<file path="config.mk">
export PLATFORM = sky130hd
export DESIGN_NAME = hazard_ctrl_top
export DESIGN_NICKNAME = d
export VERILOG_FILES = /design/src/isa_pkg.sv /design/src/hazard_pkg.sv /design/src/hazard_ctrl_top.sv /design/src/hazard_unit.sv /design/src/pipe_tracker.sv /design/src/instr_decoder.sv
export SDC_FILE = /design/constraint.sdc
export NUM_CORES = 1
export LEC_CHECK = 0
export BUFFER_PORTS_ARGS = -buffer_cell sky130_fd_sc_hd__buf_4
export CAP_MARGIN = 30
export CORE_UTILIZATION = 47
export DETAILED_ROUTE_END_ITERATION = 10
export GPL_TIMING_DRIVEN = 1
export PLACE_DENSITY = 0.86
export SLEW_MARGIN = 30
export SYNTH_ARGS = -nofsm -noshare
export SYNTH_HDL_FRONTEND = slang
export SYNTH_SLANG_ARGS = --single-unit
</file>
<file path="constraint.sdc">
create_clock -name clk -period 5.2 [get_ports clk]
set_input_delay 0.52 -clock clk [delete_from_list [all_inputs] [get_ports clk]]
set_output_delay 0.52 -clock clk [all_outputs]
set_load 0.01 [all_outputs]
</file>
<file path="src/isa_pkg.sv">
package isa_pkg;

    localparam int isa_width     = 32;              // instruction word and pc width
    localparam int reg_idx_width = 5;               // 32 general purpose registers
    localparam int opcode_width  = 6;
    localparam int funct_width   = 6;

    // field positions inside the instruction word
    localparam int opcode_lsb = 26;                 // bits 31:26
    localparam int rs_lsb     = 21;                 // bits 25:21, first source
    localparam int rt_lsb     = 16;                 // bits 20:16, second source or I-type dest
    localparam int rd_lsb     = 11;                 // bits 15:11, R-type dest
    localparam int funct_lsb  = 0;                  // bits 5:0, R-type function

    localparam logic [reg_idx_width-1:0] link_reg_idx = 5'd31;  // $ra, written by jal

    typedef enum logic [opcode_width-1:0] {
        op_rtype = 6'h00,                           // function field selects the operation
        op_j     = 6'h02,
        op_jal   = 6'h03,
        op_beq   = 6'h04,
        op_bne   = 6'h05,
        op_addi  = 6'h08,
        op_andi  = 6'h0c,
        op_ori   = 6'h0d,
        op_lui   = 6'h0f,
        op_lw    = 6'h23,
        op_sw    = 6'h2b
    } opcode_e;

    typedef enum logic [funct_width-1:0] {
        fn_jr  = 6'h08,                             // only R-type without a destination
        fn_add = 6'h20,
        fn_sub = 6'h22,
        fn_and = 6'h24,
        fn_or  = 6'h25
    } funct_e;

endpackage
</file>
<file path="src/hazard_pkg.sv">
package hazard_pkg;

    localparam int stage_cnt = 5;                   // one control code per stage register

    localparam int stage_if  = 0;
    localparam int stage_id  = 1;
    localparam int stage_ex  = 2;
    localparam int stage_mem = 3;
    localparam int stage_wb  = 4;

    typedef enum logic [1:0] {
        ctrl_normal = 2'b00,                        // load from previous stage
        ctrl_stall  = 2'b01,                        // keep current contents
        ctrl_clear  = 2'b10                         // load a bubble
    } stage_ctrl_e;

    // hazard_control bundle, indexed by the stage indices above
    typedef stage_ctrl_e [stage_cnt-1:0] stage_ctrl_t;

    typedef enum logic [1:0] {
        st_idle      = 2'b00,                       // held in reset
        st_execute   = 2'b01,
        st_pause     = 2'b10,                       // keypad pause
        st_interrupt = 2'b11                        // waiting for the uart loader
    } cpu_state_e;

    typedef enum logic [2:0] {
        issue_none    = 3'd0,
        issue_data    = 3'd1,
        issue_control = 3'd2,
        issue_pause   = 3'd3,
        issue_uart    = 3'd4
    } issue_e;

    // instruction in IF/ID after classification
    typedef struct packed {
        logic i_type;                               // addi, andi, ori, lui
        logic r_type;                               // R-type except jr
        logic j;
        logic jr;
        logic jal;
        logic branch;                               // beq, bne
        logic store;
        logic load;
        logic reg_write;                            // writes a nonzero register
        logic reg_1_valid;                          // rs is really read
        logic reg_2_valid;                          // rt is really read
        logic [isa_pkg::reg_idx_width-1:0] reg_1_idx;
        logic [isa_pkg::reg_idx_width-1:0] reg_2_idx;
        logic [isa_pkg::reg_idx_width-1:0] dest_idx;
    } decoded_instr_t;

    // what the hazard unit needs to know about an instruction in EX or MEM
    typedef struct packed {
        logic [isa_pkg::reg_idx_width-1:0] dest_idx;
        logic reg_write;
        logic mem_read;                             // load, data arrives late
    } pipe_info_t;

endpackage

</file>
<file path="src/hazard_ctrl_top.sv">
module hazard_ctrl_top #(
    parameter logic [isa_pkg::isa_width-1:0] pc_max_value = 32'h0000_3ffc  // end of imem
) (
    input  logic                          clk,
    input  logic                          rst_n,
    input  logic [isa_pkg::isa_width-1:0] instr,                // IF/ID instruction word
    input  logic [isa_pkg::isa_width-1:0] pc,
    input  logic                          condition_satisfied,
    input  logic                          cpu_pause,
    input  logic                          uart_complete,
    output hazard_pkg::stage_ctrl_t       hazard_control,       // to every stage register
    output hazard_pkg::cpu_state_e        cpu_state,            // to display
    output hazard_pkg::issue_e            issue_type            // to display
);

    hazard_pkg::decoded_instr_t id_info;
    hazard_pkg::pipe_info_t     ex_info;
    hazard_pkg::pipe_info_t     mem_info;

    instr_decoder u_decoder (
        .instr   (instr),
        .id_info (id_info)
    );

    pipe_tracker u_tracker (
        .clk            (clk),
        .rst_n          (rst_n),
        .id_info        (id_info),
        .hazard_control (hazard_control),                   // tracker follows the same codes
        .ex_info        (ex_info),
        .mem_info       (mem_info)
    );

    hazard_unit #(
        .pc_max_value (pc_max_value)
    ) u_hazard (
        .clk                 (clk),
        .rst_n               (rst_n),
        .id_info             (id_info),
        .ex_info             (ex_info),
        .mem_info            (mem_info),
        .pc                  (pc),
        .condition_satisfied (condition_satisfied),
        .cpu_pause           (cpu_pause),
        .uart_complete       (uart_complete),
        .hazard_control      (hazard_control),
        .cpu_state           (cpu_state),
        .issue_type          (issue_type)
    );

endmodule

</file>
<file path="src/hazard_unit.sv">
module hazard_unit #(
    parameter logic [isa_pkg::isa_width-1:0] pc_max_value = 32'h0000_3ffc  // last imem address
) (
    input  logic                          clk,
    input  logic                          rst_n,
    input  hazard_pkg::decoded_instr_t    id_info,
    input  hazard_pkg::pipe_info_t        ex_info,
    input  hazard_pkg::pipe_info_t        mem_info,
    input  logic [isa_pkg::isa_width-1:0] pc,
    input  logic                          condition_satisfied,  // branch taken
    input  logic                          cpu_pause,            // keypad level
    input  logic                          uart_complete,        // loader finished
    output hazard_pkg::stage_ctrl_t       hazard_control,
    output hazard_pkg::cpu_state_e        cpu_state,            // registered, for display
    output hazard_pkg::issue_e            issue_type            // registered, one cycle behind
);

    logic               ex_conflict;
    logic               mem_conflict;
    logic               data_hazard;
    logic               control_hazard;
    logic               pause_hazard;
    logic               uart_hazard;
    hazard_pkg::issue_e issue;                                  // winner of this cycle

    // slot writes a register that decode really reads
    function automatic logic conflict(input hazard_pkg::pipe_info_t     slot,
                                      input hazard_pkg::decoded_instr_t id);
        return slot.reg_write &&
               ((id.reg_1_valid && id.reg_1_idx == slot.dest_idx) ||
                (id.reg_2_valid && id.reg_2_idx == slot.dest_idx));
    endfunction

    function automatic hazard_pkg::stage_ctrl_t all_stages(input hazard_pkg::stage_ctrl_e code);
        hazard_pkg::stage_ctrl_t codes;
        for (int i = 0; i < hazard_pkg::stage_cnt; i++) begin
            codes[i] = code;
        end
        return codes;
    endfunction

    function automatic logic none_normal(input hazard_pkg::stage_ctrl_t codes);
        logic ok;
        ok = 1'b1;
        for (int i = 0; i < hazard_pkg::stage_cnt; i++) begin
            if (codes[i] == hazard_pkg::ctrl_normal) ok = 1'b0;
        end
        return ok;
    endfunction

    assign ex_conflict    = conflict(ex_info, id_info);
    assign mem_conflict   = conflict(mem_info, id_info);
    assign data_hazard    = (id_info.branch && (ex_conflict || mem_conflict)) ||  // compared in ID
                            (ex_info.mem_read && ex_conflict);                    // load-use
    assign control_hazard = id_info.branch && condition_satisfied;  // pc+4 fetch is wrong
    assign pause_hazard   = cpu_pause;
    assign uart_hazard    = pc > pc_max_value;                      // ran off the program

    always_comb begin
        hazard_control = hazard_pkg::stage_ctrl_t'(all_stages(hazard_pkg::ctrl_normal));
        issue          = hazard_pkg::issue_none;
        case (cpu_state)
            hazard_pkg::st_idle: hazard_control = all_stages(hazard_pkg::ctrl_clear);
            hazard_pkg::st_execute: begin
                if (uart_hazard || pause_hazard) begin             // freeze the whole pipe
                    hazard_control = all_stages(hazard_pkg::ctrl_stall);
                    issue = uart_hazard ? hazard_pkg::issue_uart : hazard_pkg::issue_pause;
                end else if (data_hazard) begin
                    hazard_control[hazard_pkg::stage_if] = hazard_pkg::ctrl_stall;
                    hazard_control[hazard_pkg::stage_id] = hazard_pkg::ctrl_stall;
                    hazard_control[hazard_pkg::stage_ex] = hazard_pkg::ctrl_clear;  // bubble
                    issue = hazard_pkg::issue_data;
                end else if (control_hazard) begin
                    hazard_control[hazard_pkg::stage_id] = hazard_pkg::ctrl_clear;  // drop pc+4
                    issue = hazard_pkg::issue_control;
                end
            end
            hazard_pkg::st_pause: begin
                if (cpu_pause) begin                                // resume as the level falls
                    hazard_control = all_stages(hazard_pkg::ctrl_stall);
                    issue          = hazard_pkg::issue_pause;
                end
            end
            default: begin                                          // st_interrupt
                if (uart_complete) begin
                    hazard_control = all_stages(hazard_pkg::ctrl_clear);  // restart clean
                end else begin
                    hazard_control = all_stages(hazard_pkg::ctrl_stall);
                    issue          = hazard_pkg::issue_uart;
                end
            end
        endcase
    end

    always_ff @(posedge clk) begin
        if (!rst_n) begin
            cpu_state  <= hazard_pkg::st_idle;
            issue_type <= hazard_pkg::issue_none;
        end else begin
            issue_type <= issue;
            case (cpu_state)
                hazard_pkg::st_idle: cpu_state <= hazard_pkg::st_execute;
                hazard_pkg::st_execute: begin
                    if (uart_hazard)       cpu_state <= hazard_pkg::st_interrupt;
                    else if (pause_hazard) cpu_state <= hazard_pkg::st_pause;
                end
                hazard_pkg::st_pause: if (!cpu_pause) cpu_state <= hazard_pkg::st_execute;
                default: if (uart_complete) cpu_state <= hazard_pkg::st_execute;
            endcase
        end
    end

    // an EX bubble always pairs with a held or flushed decode stage
    ex_clear_holds_id_a: assert property (@(posedge clk) disable iff (!rst_n)
        (cpu_state == hazard_pkg::st_execute &&
         hazard_control[hazard_pkg::stage_ex] == hazard_pkg::ctrl_clear)
        |-> hazard_control[hazard_pkg::stage_id] != hazard_pkg::ctrl_normal)
    else $error("EX cleared while ID advances");

    // nothing advances while the loader owns the CPU
    interrupt_frozen_a: assert property (@(posedge clk) disable iff (!rst_n)
        cpu_state == hazard_pkg::st_interrupt |-> none_normal(hazard_control))
    else $error("stage advanced during interrupt");

endmodule

</file>
<file path="src/pipe_tracker.sv">
module pipe_tracker (
    input  logic                       clk,
    input  logic                       rst_n,
    input  hazard_pkg::decoded_instr_t id_info,         // instruction leaving decode
    input  hazard_pkg::stage_ctrl_t    hazard_control,  // per stage codes this cycle
    output hazard_pkg::pipe_info_t     ex_info,         // slot in ID/EX
    output hazard_pkg::pipe_info_t     mem_info         // slot in EX/MEM
);

    localparam hazard_pkg::pipe_info_t bubble = '0;     // writes nothing, reads nothing

    hazard_pkg::pipe_info_t id_slot;

    // the part of decode that travels down the pipe
    assign id_slot.dest_idx  = id_info.dest_idx;
    assign id_slot.reg_write = id_info.reg_write;
    assign id_slot.mem_read  = id_info.load;

    // one stage register step under its control code
    function automatic hazard_pkg::pipe_info_t step_slot(
        input hazard_pkg::stage_ctrl_e code,
        input hazard_pkg::pipe_info_t  upstream,
        input hazard_pkg::pipe_info_t  current
    );
        hazard_pkg::pipe_info_t nxt;
        case (code)
            hazard_pkg::ctrl_normal: nxt = upstream;    // advance
            hazard_pkg::ctrl_clear:  nxt = bubble;      // flush
            default:                 nxt = current;     // stall holds
        endcase
        return nxt;
    endfunction

    always_ff @(posedge clk) begin
        if (!rst_n) begin
            ex_info  <= bubble;
            mem_info <= bubble;
        end else begin
            ex_info  <= step_slot(hazard_control[hazard_pkg::stage_ex], id_slot, ex_info);
            mem_info <= step_slot(hazard_control[hazard_pkg::stage_mem], ex_info, mem_info);
        end
    end

    // a cleared slot must not look like a pending register write
    ex_bubble_a: assert property (@(posedge clk) disable iff (!rst_n)
        hazard_control[hazard_pkg::stage_ex] == hazard_pkg::ctrl_clear |=> !ex_info.reg_write)
    else $error("EX slot still writes a register after a clear");

    mem_bubble_a: assert property (@(posedge clk) disable iff (!rst_n)
        hazard_control[hazard_pkg::stage_mem] == hazard_pkg::ctrl_clear |=> !mem_info.reg_write)
    else $error("MEM slot still writes a register after a clear");

endmodule

</file>
<file path="src/instr_decoder.sv">
module instr_decoder (
    input  logic [isa_pkg::isa_width-1:0] instr,        // word held in IF/ID
    output hazard_pkg::decoded_instr_t    id_info       // class flags and register indices
);

    isa_pkg::opcode_e                  opcode;
    isa_pkg::funct_e                   funct;
    logic [isa_pkg::reg_idx_width-1:0] rs;
    logic [isa_pkg::reg_idx_width-1:0] rt;
    logic [isa_pkg::reg_idx_width-1:0] rd;

    assign opcode = isa_pkg::opcode_e'(instr[isa_pkg::opcode_lsb +: isa_pkg::opcode_width]);
    assign funct  = isa_pkg::funct_e'(instr[isa_pkg::funct_lsb +: isa_pkg::funct_width]);
    assign rs     = instr[isa_pkg::rs_lsb +: isa_pkg::reg_idx_width];
    assign rt     = instr[isa_pkg::rt_lsb +: isa_pkg::reg_idx_width];
    assign rd     = instr[isa_pkg::rd_lsb +: isa_pkg::reg_idx_width];

    always_comb begin
        id_info           = '0;
        id_info.reg_1_idx = rs;                         // always rs, validity decides use
        id_info.reg_2_idx = rt;

        case (opcode)
            isa_pkg::op_rtype: begin
                if (funct == isa_pkg::fn_jr) begin
                    id_info.jr = 1'b1;                  // jumps to rs, writes nothing
                end else begin
                    id_info.r_type = 1'b1;
                end
            end
            isa_pkg::op_j:      id_info.j      = 1'b1;
            isa_pkg::op_jal:    id_info.jal    = 1'b1;
            isa_pkg::op_beq,
            isa_pkg::op_bne:    id_info.branch = 1'b1;
            isa_pkg::op_addi,
            isa_pkg::op_andi,
            isa_pkg::op_ori,
            isa_pkg::op_lui:    id_info.i_type = 1'b1;
            isa_pkg::op_lw:     id_info.load   = 1'b1;
            isa_pkg::op_sw:     id_info.store  = 1'b1;
            default: ;                                  // unknown opcode stays a no-op
        endcase

        id_info.reg_1_valid = !(id_info.j || id_info.jal);     // jump target is immediate
        id_info.reg_2_valid = id_info.r_type || id_info.branch || id_info.store;

        if (id_info.r_type) begin
            id_info.dest_idx = rd;
        end else if (id_info.i_type || id_info.load) begin
            id_info.dest_idx = rt;
        end else if (id_info.jal) begin
            id_info.dest_idx = isa_pkg::link_reg_idx;  // return address
        end

        // $zero never counts as a write target
        id_info.reg_write = (id_info.r_type || id_info.i_type || id_info.load || id_info.jal) &&
                            (id_info.dest_idx != '0);
    end

    // instruction classes that steer control or memory must be exclusive
    always_comb begin
        assert ($onehot0({id_info.j, id_info.jal, id_info.jr,
                          id_info.branch, id_info.store, id_info.load}))
        else $error("decoder raised more than one exclusive class flag");
    end

endmodule

</file>
# ---- Word level (Yosys, flattened, before mapping)
# Index checks and enable logic that the tools add are counted.
dict set report totals {
  register_bits 18
  output_inout_bits 15
  wordCells 97
}
dict set report classes {
  n_lt_le_gt_ge 1
  eq_ne 21
  n_mux 34
  n_reduce_logical 34
}
# operator count
set op_table {}
lappend op_table {{> comparator 32 x 14 -> 1 bit, second input constant} 1}
lappend op_table {{== test 6 x 4 -> 1 bit, second input constant} 5}
lappend op_table {{one-hot mux 10 bit (3 select lines)} 1}
lappend op_table {{one-hot mux 7 bit (2 select lines)} 2}
lappend op_table {{== test 5 bit} 4}
lappend op_table {{2-to-1 mux 2 bit} 9}
lappend op_table {{2-to-1 mux 3 bit} 5}
lappend op_table {{2-to-1 mux 5 bit} 3}
lappend op_table {{== test 6 x 2 -> 1 bit, second input constant} 2}
lappend op_table {{== test 6 x 3 -> 1 bit, second input constant} 2}
lappend op_table {{== test 6 bit, second input constant} 2}
lappend op_table {{logical OR 1 bit} 12}
lappend op_table {{logical AND 1 bit} 10}
lappend op_table {{2-to-1 mux 10 bit} 1}
lappend op_table {{2-to-1 mux 1 bit} 9}
lappend op_table {{2-to-1 mux 9 bit} 1}
lappend op_table {{one-hot mux 3 bit (3 select lines)} 1}
lappend op_table {{== test 2 bit, second input constant} 3}
lappend op_table {{zero test 2 bit} 3}
lappend op_table {{zero test 6 bit} 1}
lappend op_table {{2-to-1 mux 6 bit} 1}
lappend op_table {{one-hot mux 2 bit (3 select lines)} 1}
lappend op_table {{nonzero test 5 bit} 1}
lappend op_table {{nonzero test 2 bit} 2}
lappend op_table {{other kinds (8)} 8}

# ---- Longest topological paths before layout
# Gate-level depths: netlist of run 1.
dict set report depth {
  ltp_word 16
  mapped_depth 12
  ltp_nobuf 9
}

# ---- By module
# Synthesis of run 1 repeated with hierarchy kept, for this count alone.
dict set report unflattened {
  cells_unflattened 195
  area_unflattened_um2 1585.3
}
# mod n_inst cells_each area_per_inst_um2
set modules_own_cells {}
lappend modules_own_cells {hazard_unit 1 79 660.6}
lappend modules_own_cells {pipe_tracker 1 62 551.8}
lappend modules_own_cells {instr_decoder 1 54 372.9}

# ---- Worst setup path after synthesis of run 1
# No wires, ideal clock.
dict set report synth_timing {
  path_kind {input to output}
  start {input pc[19] (netlist name)}
  end {output hazard_control[2] (netlist name)}
  arrival_time_ps 2549
  required_ps 4680
  setup_slack_ps 2131
  cell_stages 8
  n_path_buf 3
  cell_sequence {or4_1 > nor3_1 > a21o_1 > buf_2 > inv_2 > clkbuf_1 > a41o_1 > buf_4}
}
# element line_no
set synth_rtl {}
lappend synth_rtl {{start, declared} hazard_ctrl_top.sv:7} ;# input logic [isa_pkg::isa_width-1:0] pc,
lappend synth_rtl {{end, declared} hazard_ctrl_top.sv:11} ;# output hazard_pkg::stage_ctrl_t hazard_control,

==> results of run 1 <==
[critical path: stages]
cell and delay, ps:
buf_4 100, or4_1 510, nor3_1 580, a21o_1 400, inv_2 210, a41o_1 270
buf_4 150
[kinds of logic after synthesis]
logic type                 Yosys count  synth area share
and+or+nand+nor                     80             0.304
AOI/OAI and AO/OA                   39             0.222
xor gates and xnor gates            20             0.123
buffers and inverters               18            0.0617
DFF                                 18             0.254
adders and majority gates            4            0.0352
[sequential cells by signal, indices dropped and copies added, names as in the netlist]
register / cells
u_tracker.mem_info: 6
u_tracker.ex_info: 7
u_hazard.cpu_state: 2
u_hazard.issue_type: 3
[area by class of cell]
| cell class | instances | area [µm²] | share of cell area |
|---|---|---|---|
| Multi-Input combinational cell | 143 | 972 | 0.484 |
| Timing Repair Buffer | 79 | 593 | 0.295 |
| Sequential cell | 18 | 360 | 0.179 |
| Tap cell | 31 | 38.8 | 0.0193 |
| Clock buffer | 3 | 22.5 | 0.0112 |
| Inverter | 6 | 22.5 | 0.0112 |
[power by group through the flow]
stage                     clock network, W  logic [W]  registers (W)
after detailed placement                 0   0.000190       0.000154
after floorplan                          0   0.000104       0.000155
after global placement                   0   0.000187       0.000154
after CTS                        0.0000681   0.000190       0.000151
final                            0.0000673   0.000190       0.000151
after global routing             0.0000753   0.000205       0.000152
[cells in the final DEF (no fill, tap or decap), drive strengths merged, types with 2 or more instances in the layout]
cell type | synthesis | routed
nand2 | 18 | 18
nand2b | 3 | 3
nor2 | 7 | 7
nor3b | 2 | 2
ha | 4 | 4
o31ai | 8 | 8
o311a | 2 | 2
and2 | 6 | 6
a221oi | 6 | 6
xnor2 | 7 | 7
a21oi | 3 | 3
nand3 | 16 | 16
inv | 6 | 6
xor2 | 13 | 13
o21ai | 4 | 4
nor4 | 8 | 8
nor3 | 5 | 5
or4b | 2 | 2
dfxtp | 18 | 18
clkbuf | 4 | 3
nand4 | 6 | 6
a21boi | 8 | 8
buf | 8 | 79
[path summary, 6_finish.rpt]
kind | startpoint | to | slack, ps | depth (start not counted)
min reg2reg | u_tracker.mem_info[1] | u_tracker.mem_info[1] | 490 | 2
max | pc[19] | hazard_control[2] | 1950 | 7
max reg2reg | u_tracker.ex_info[2] | u_tracker.ex_info[0] | 3230 | 6
min | u_tracker.mem_info[1] | u_tracker.mem_info[1] | 490 | 2
[through the flow]
step	util	instances
3_3_place_gp	0.708	277
4_1_cts	0.716	280
2_1_floorplan	-	179
5_1_grt	0.716	280
3_5_place_dp	0.708	277
6_report	0.716	280
[layer usage]
metal  up-vias  track usage  wire, µm
li1        803            -         -
met1       749        0.307      1600
met2        85        0.449      2050
met3         2       0.0499       338
met4         0       0.0418        15
met5         -            0         0
==> results_dict.tcl, run 1 <==
set metrics [dict create \
    status "complete, but fails checks" \
    failed_checks "DRC" \
    htree_levels 1 \
    drt-initial-drc-count 104 \
    cp_data_required_time_ps 4680 \
    setup_viol 0 \
    fillers 235 \
    vias 1639 \
    skew_ps 6.83 \
    synth-async-reset-ratio 0 \
    cts-root-buf "clkbuf_4" \
    drv_slew 0 \
    worst_slew_pin_slew_ps 672 \
    grt_pass1_vias 1508 \
    critPathMaxFanout 17 \
    area_growth_pct 41.5 \
    cts_buffer_depth 2 \
    synth_top_area_frac 0.254 \
    rsz0062_at_grt "no" \
    finalNetCount 324 \
    syn_avg_cell_area_um2 7.93 \
    power.density_mw_per_mm2 203 \
    antenna_cells 0 \
    initial_core_util 0.506 \
    fin_tns_setup_ps 0 \
    ys_ff_latch 18 \
    grt_use_total 0.248 \
    fmax_ghz 0.307 \
    post_cts_buffers 0 \
    cts.clk_slew.worst_paths_ps 100 \
    fin_total_pwr_w 0.000408 \
    synth_edf_count 0 \
    drv_cap 0 \
    fin_ws_ps 1950 \
    start_kind "primary input" \
    via_per_inst 5.85 \
    fin_hold_ws_ps 487 \
    synth_area_leaders "dfxtp_1, xor2_1, nand3_1" \
    fp.dieW_um 57.0 \
    netlist_area_mm2 0.00142 \
    fin_crit_ps 3250 \
    yosys-top-cells-count "dfxtp_1, nand2_1, nand3_1" \
    irDropWorstVdd_mv 0.109 \
    synth_fp_nets 252 \
    finalHoldViolations 0 \
    routed_wl_mm 4.01 \
    hpwl_mm 3.32 \
    fp-row-count 19 \
    seq_area_frac_synth 0.254 \
    first_pass_iters 7 \
    drc 10 \
    cts_buffers 3 \
    io_pins 84 \
    yosys_warnings 0 \
    power.switching_w 0.000142 \
    p_int_w 0.000265 \
    yosysUniqueCellTypes 42 \
    synthFlopType "dfxtp_1" \
    antenna_found_initial 0 \
    worstSetupPathType "in -> out" \
    synth_cells 179 \
    power_frac_seq 0.369 \
    synth_top_area_cell "dfxtp_1" \
    cts_num_sinks 18 \
    combPwrFrac 0.466 \
    post-route-period-util 0.626 \
    die_y_um 57.0 \
    grt-ovfl-total 0 \
    placed_area_mm2 0.00199 \
    core_area_mm2 0.00281 \
    die_area_mm2 0.00325 \
    insertion_delay_ps 290 \
    dp_slack_ps 1950 \
    clockPowerShare 0.165 \
    final_area_mm2 0.00201 \
    wl_per_cell_um 14.3 \
    grt_pass1_wl_mm 6.34 \
    hp-class "reg -> reg" \
    cp-end-kind "output port" \
    p_leak_nw 0.894 \
    io_buffers 78 \
    cts_resized 0 \
    grt_max_degree 21 \
    cts_tree "built" \
    ctsHoldBuffers 0 \
    ant_nets 0 \
    gp_congestion 0.831 \
    drive_above_1_share 0.357 \
    swShare 0.349 \
    arrival_ps 2730 \
    maxSlewHeadroom 0.549 \
]
(Power assumes the default switching activity.)
==> run 2, diff against run 1 <==
- CORE_UTILIZATION: 47 -> 44
- PLACE_DENSITY: 0.86 -> 0.81
- clock period: 5.2 -> 3.28 ns (I/O delays scaled with it)
==> results_dict.tcl, run 2 (synthesis gave the netlist of run 1 again) <==
set metrics [dict create \
    rr_worst_depth 5 \
    finalNetCount 325 \
    insertion_delay_ps 300 \
    fin_crit_ps 2850 \
    vias 1641 \
    reg2reg_from "u_tracker.ex_info[6]" \
    grt-ovfl-total 0 \
    die_y_um 58.8 \
    p_int_w 0.000446 \
    maxSlewHeadroom 0.592 \
    slowest_delay_ps 510 \
    min_from "condition_satisfied" \
    rsz0062_at_grt "no" \
    die_area_mm2 0.00346 \
    largestRegisters "u_tracker.ex_info x7, u_tracker.mem_info x6, u_hazard.issue_type x3" \
    skew_ps 6.88 \
    swShare 0.344 \
    dp.cells 291 \
    crit_chain "buf_4 > or4b_1 > o311a_1 > o311a_1 > a41oi_2 > nand2_1 > o31ai_1 > buf_4" \
    drc 0 \
    area_growth_pct 44.1 \
    status "finished clean" \
    irDropWorstVdd_mv 0.216 \
    drt-initial-drc-count 133 \
    core_area_mm2 0.00305 \
    final_common_cell "buf_4" \
    critPathMaxFanout 7 \
    power.density_mw_per_mm2 332 \
    io_buffers 78 \
    io_pins 84 \
    cp_slowest_cell "or4b_1" \
    htree_levels 1 \
    gp_congestion 0.856 \
    clockPowerShare 0.206 \
    power.switching_w 0.000234 \
    grt_pass1_vias 1431 \
    ctsHoldBuffers 0 \
    combPwrFrac 0.442 \
    cts_buffer_depth 2 \
    antenna_cells 0 \
    top_register "u_tracker.ex_info" \
    hold-path-endpoint "u_hazard.issue_type[1]" \
    post_cts_buffers 0 \
    largest_reg_flops 7 \
    p_leak_nw 0.907 \
    grt_max_degree 21 \
    antenna_found_initial 0 \
    cts_buffers 3 \
    cp-end-kind "output port" \
    first_pass_iters 4 \
    layout.cells.non_filler 295 \
    drive_above_1_share 0.363 \
    finalHoldViolations 0 \
    cts_num_sinks 18 \
    r2r_end "u_tracker.ex_info[0]" \
    fmax_ghz 0.351 \
    arrival_ps 2520 \
    grt_use_total 0.233 \
    layout_common_cells "buf_4, nand2_1, dfxtp_1" \
    cp_data_required_time_ps 2950 \
    initial_core_util 0.465 \
    grt_pass1_wl_mm 6.13 \
    post-route-period-util 0.869 \
    setup_viol 0 \
    via_per_inst 5.56 \
    cts_tree "built" \
    fp.dieW_um 58.8 \
    hp-class "in -> reg" \
    routed_wl_mm 3.95 \
    cts_resized 0 \
    hpwl_mm 3.21 \
    fin_tns_setup_ps 0 \
    start_kind "primary input" \
    drv_slew 0 \
    worst_slew_pin_slew_ps 612 \
    power_frac_seq 0.351 \
    wl_per_cell_um 13.4 \
    cts-root-buf "clkbuf_4" \
    ant_nets 0 \
    drv_cap 0 \
    fp-row-count 20 \
    worstSetupPathType "in -> out" \
    cts.clk_slew.worst_paths_ps 110 \
    r2r_setup_slack_ps 1320 \
    min_path_cells 3 \
]
-- run 2: critical path, delay by kind of cell --
kind	cells	cell delay [ps]
buf+inv	2	260
compound gates	4	1270
simple gates	2	660
-- run 2: cell type report --
cell class / count / area, µm²
multi-input combinational: 143 / 972
tap: 44 / 55.1
fill: 282 / 1010
sequential: 18 / 360
clock buffer: 4 / 36.3
inverter: 6 / 22.5
timing repair buffer: 80 / 601
-- run 2: worst max path at each step --
stage	startpoint	to	slack, ps	depth (start not counted)
floorplan	pc[19]	hazard_control[2]	590	8
CTS	instr[1]	hazard_control[3]	440	8
global placement	instr[1]	hazard_control[3]	460	8
global route	instr[1]	hazard_control[3]	340	8
detailed placement	instr[1]	hazard_control[3]	440	8
finish	instr[1]	hazard_control[3]	430	8
-- run 2: metal layers --
layer / global-route usage / share of wire
met1: 0.296 / 0.43
met2: 0.396 / 0.49
met3: 0.0593 / 0.073
met4: 0.0476 / 0.0046
met5: 0 / 0
-- run 2: through the flow --
stage                     cell area, µm²  power [W]  utilization  hold WS [ps]  setup WS (ps)
after floorplan                     1420   0.000410            -           436            595
after global placement              2010   0.000541        0.659           451            464
after detailed placement            2010   0.000543        0.659           455            441
after CTS                           2050   0.000679        0.670           324            442
after global routing                2050   0.000721        0.670           316            345
final                               2050   0.000680        0.670           319            431
-- run 2: power by group through the flow --
| stage | registers, W | clock network [W] | logic [W] |
|---|---|---|---|
| 6_report | 0.000239 | 0.000140 | 0.000301 |
| 5_1_grt | 0.000241 | 0.000154 | 0.000327 |
| 4_1_cts | 0.000239 | 0.000140 | 0.000300 |
| 3_5_place_dp | 0.000244 | 0 | 0.000299 |
| 3_3_place_gp | 0.000244 | 0 | 0.000297 |
| 2_1_floorplan | 0.000245 | 0 | 0.000165 |
==> run 3, diff against run 2 <==
- CORE_UTILIZATION: 44 -> 40
- PLACE_DENSITY: 0.81 -> 0.75
==> results_dict.tcl, run 3 (synthesis gave the netlist of run 1 again) <==
set metrics [dict create \
    setup_viol 0 \
    hp-class "in -> reg" \
    layout_common_cells "buf_4, nand2_1, dfxtp_1" \
    drive_above_1_share 0.365 \
    drc 0 \
    worst_slew_pin_slew_ps 615 \
    cts_buffer_depth 2 \
    vias 1581 \
    die_y_um 61.6 \
    via_per_inst 5.31 \
    cp_data_required_time_ps 2950 \
    worstSetupPathType "in -> out" \
    cts_resized 0 \
    fin_ws_ps 394 \
    final_common_cell "buf_4" \
    fp.dieW_um 61.6 \
    area_growth_pct 44.8 \
    slowest_delay_ps 500 \
    fmax_ghz 0.347 \
    fin_tns_setup_ps 0 \
    finalHoldViolations 0 \
    hpwl_mm 3.08 \
    skew_ps 12.6 \
    cp_slowest_cell "or4b_1" \
    gp_congestion 0.792 \
    antenna_found_initial 0 \
    post-route-period-util 0.880 \
    htree_levels 1 \
    routed_wl_mm 3.81 \
    cp_top_family "compound AO/OA/AOI/OAI gates" \
    fillers 333 \
    start_kind "primary input" \
    status "finished clean" \
    largest_reg_flops 7 \
    ant_nets 0 \
    io_buffers 78 \
    grt_use_total 0.206 \
    antenna_cells 0 \
    wl_per_cell_um 12.8 \
    maxSlewHeadroom 0.590 \
    cts.clk_slew.worst_paths_ps 110 \
    arrival_ps 2560 \
    finalNetCount 326 \
    post_cts_buffers 0 \
    irDropWorstVdd_mv 0.194 \
    p_leak_nw 0.911 \
    cts-root-buf "clkbuf_4" \
    io_pins 84 \
    drv_cap 0 \
    insertion_delay_ps 290 \
    fin_crit_ps 2890 \
    die_area_mm2 0.00379 \
    fp-row-count 21 \
    cts_tree "built" \
    grt_max_degree 21 \
    worstPathBufferInverterCount 2 \
    crit_chain "buf_4 > or4b_1 > o311a_1 > o311a_1 > a41oi_2 > nand2_1 > o31ai_1 > buf_4" \
    grt_pass1_wl_mm 5.79 \
    grt_pass1_vias 1306 \
    core_area_mm2 0.00336 \
    drt-initial-drc-count 84 \
    power.density_mw_per_mm2 331 \
    drv_slew 0 \
    critPathMaxFanout 7 \
    rsz0062_at_grt "no" \
    grt-ovfl-total 0 \
    initial_core_util 0.422 \
    first_pass_iters 4 \
    cp-end-kind "output port" \
    dp_slack_ps 391 \
    top_register "u_tracker.ex_info" \
    ctsHoldBuffers 0 \
    largestRegisters "u_tracker.ex_info x7, u_tracker.mem_info x6, u_hazard.issue_type x3" \
    cts_num_sinks 18 \
    cts_buffers 3 \
]
## run 3: metrics by stage
stage	instances	power [W]	hold slack, ps	area (µm²)	util
3_3_place_gp	294	0.000548	453	2020	0.601
5_1_grt	298	0.000727	330	2060	0.612
3_5_place_dp	294	0.000549	466	2020	0.601
6_report	298	0.000680	331	2060	0.612
4_1_cts	298	0.000683	327	2060	0.612
2_1_floorplan	179	0.000410	436	1420	-
## run 3: tightest hold or removal path: stages
cell and delay [ps]:
buf_4 110, nand2_1 80, o41ai_2 80
## run 3: final timing paths
| kind | start | endpoint | slack, ps | depth (start not counted) |
|---|---|---|---|---|
| worst max-delay path | instr[1] | hazard_control[3] | 390 | 8 |
| worst min-delay path | condition_satisfied | u_hazard.issue_type[1] | 330 | 3 |
| worst max register to register | u_tracker.ex_info[2] | u_tracker.ex_info[5] | 1350 | 6 |
| worst min register to register | u_tracker.ex_info[0] | u_tracker.ex_info[0] | 480 | 2 |
## run 3: layout make-up
type / count / area [µm²] / area share
Inverter: 6 / 22.5 / 0.0109
Tap cell: 46 / 57.6 / 0.0280
Clock buffer: 4 / 36.3 / 0.0176
Sequential cell: 18 / 360 / 0.175
Multi-Input combinational cell: 143 / 972 / 0.473
Timing Repair Buffer: 81 / 608 / 0.296
## run 3: per-layer routing
metal  wire [µm]  track usage  up-vias
met5           0            0        -
met4          17       0.0381        0
met3         245       0.0420        2
met2        1830        0.321       62
met1        1710        0.296      707
li1            -            -      810
## run 3: power by group
part           internal, W  leakage, nW  switching [W]
sequential        0.000229        0.146      0.0000103
clock            0.0000676       0.0210      0.0000687
combinational     0.000154        0.744       0.000151
total             0.000450        0.911       0.000230
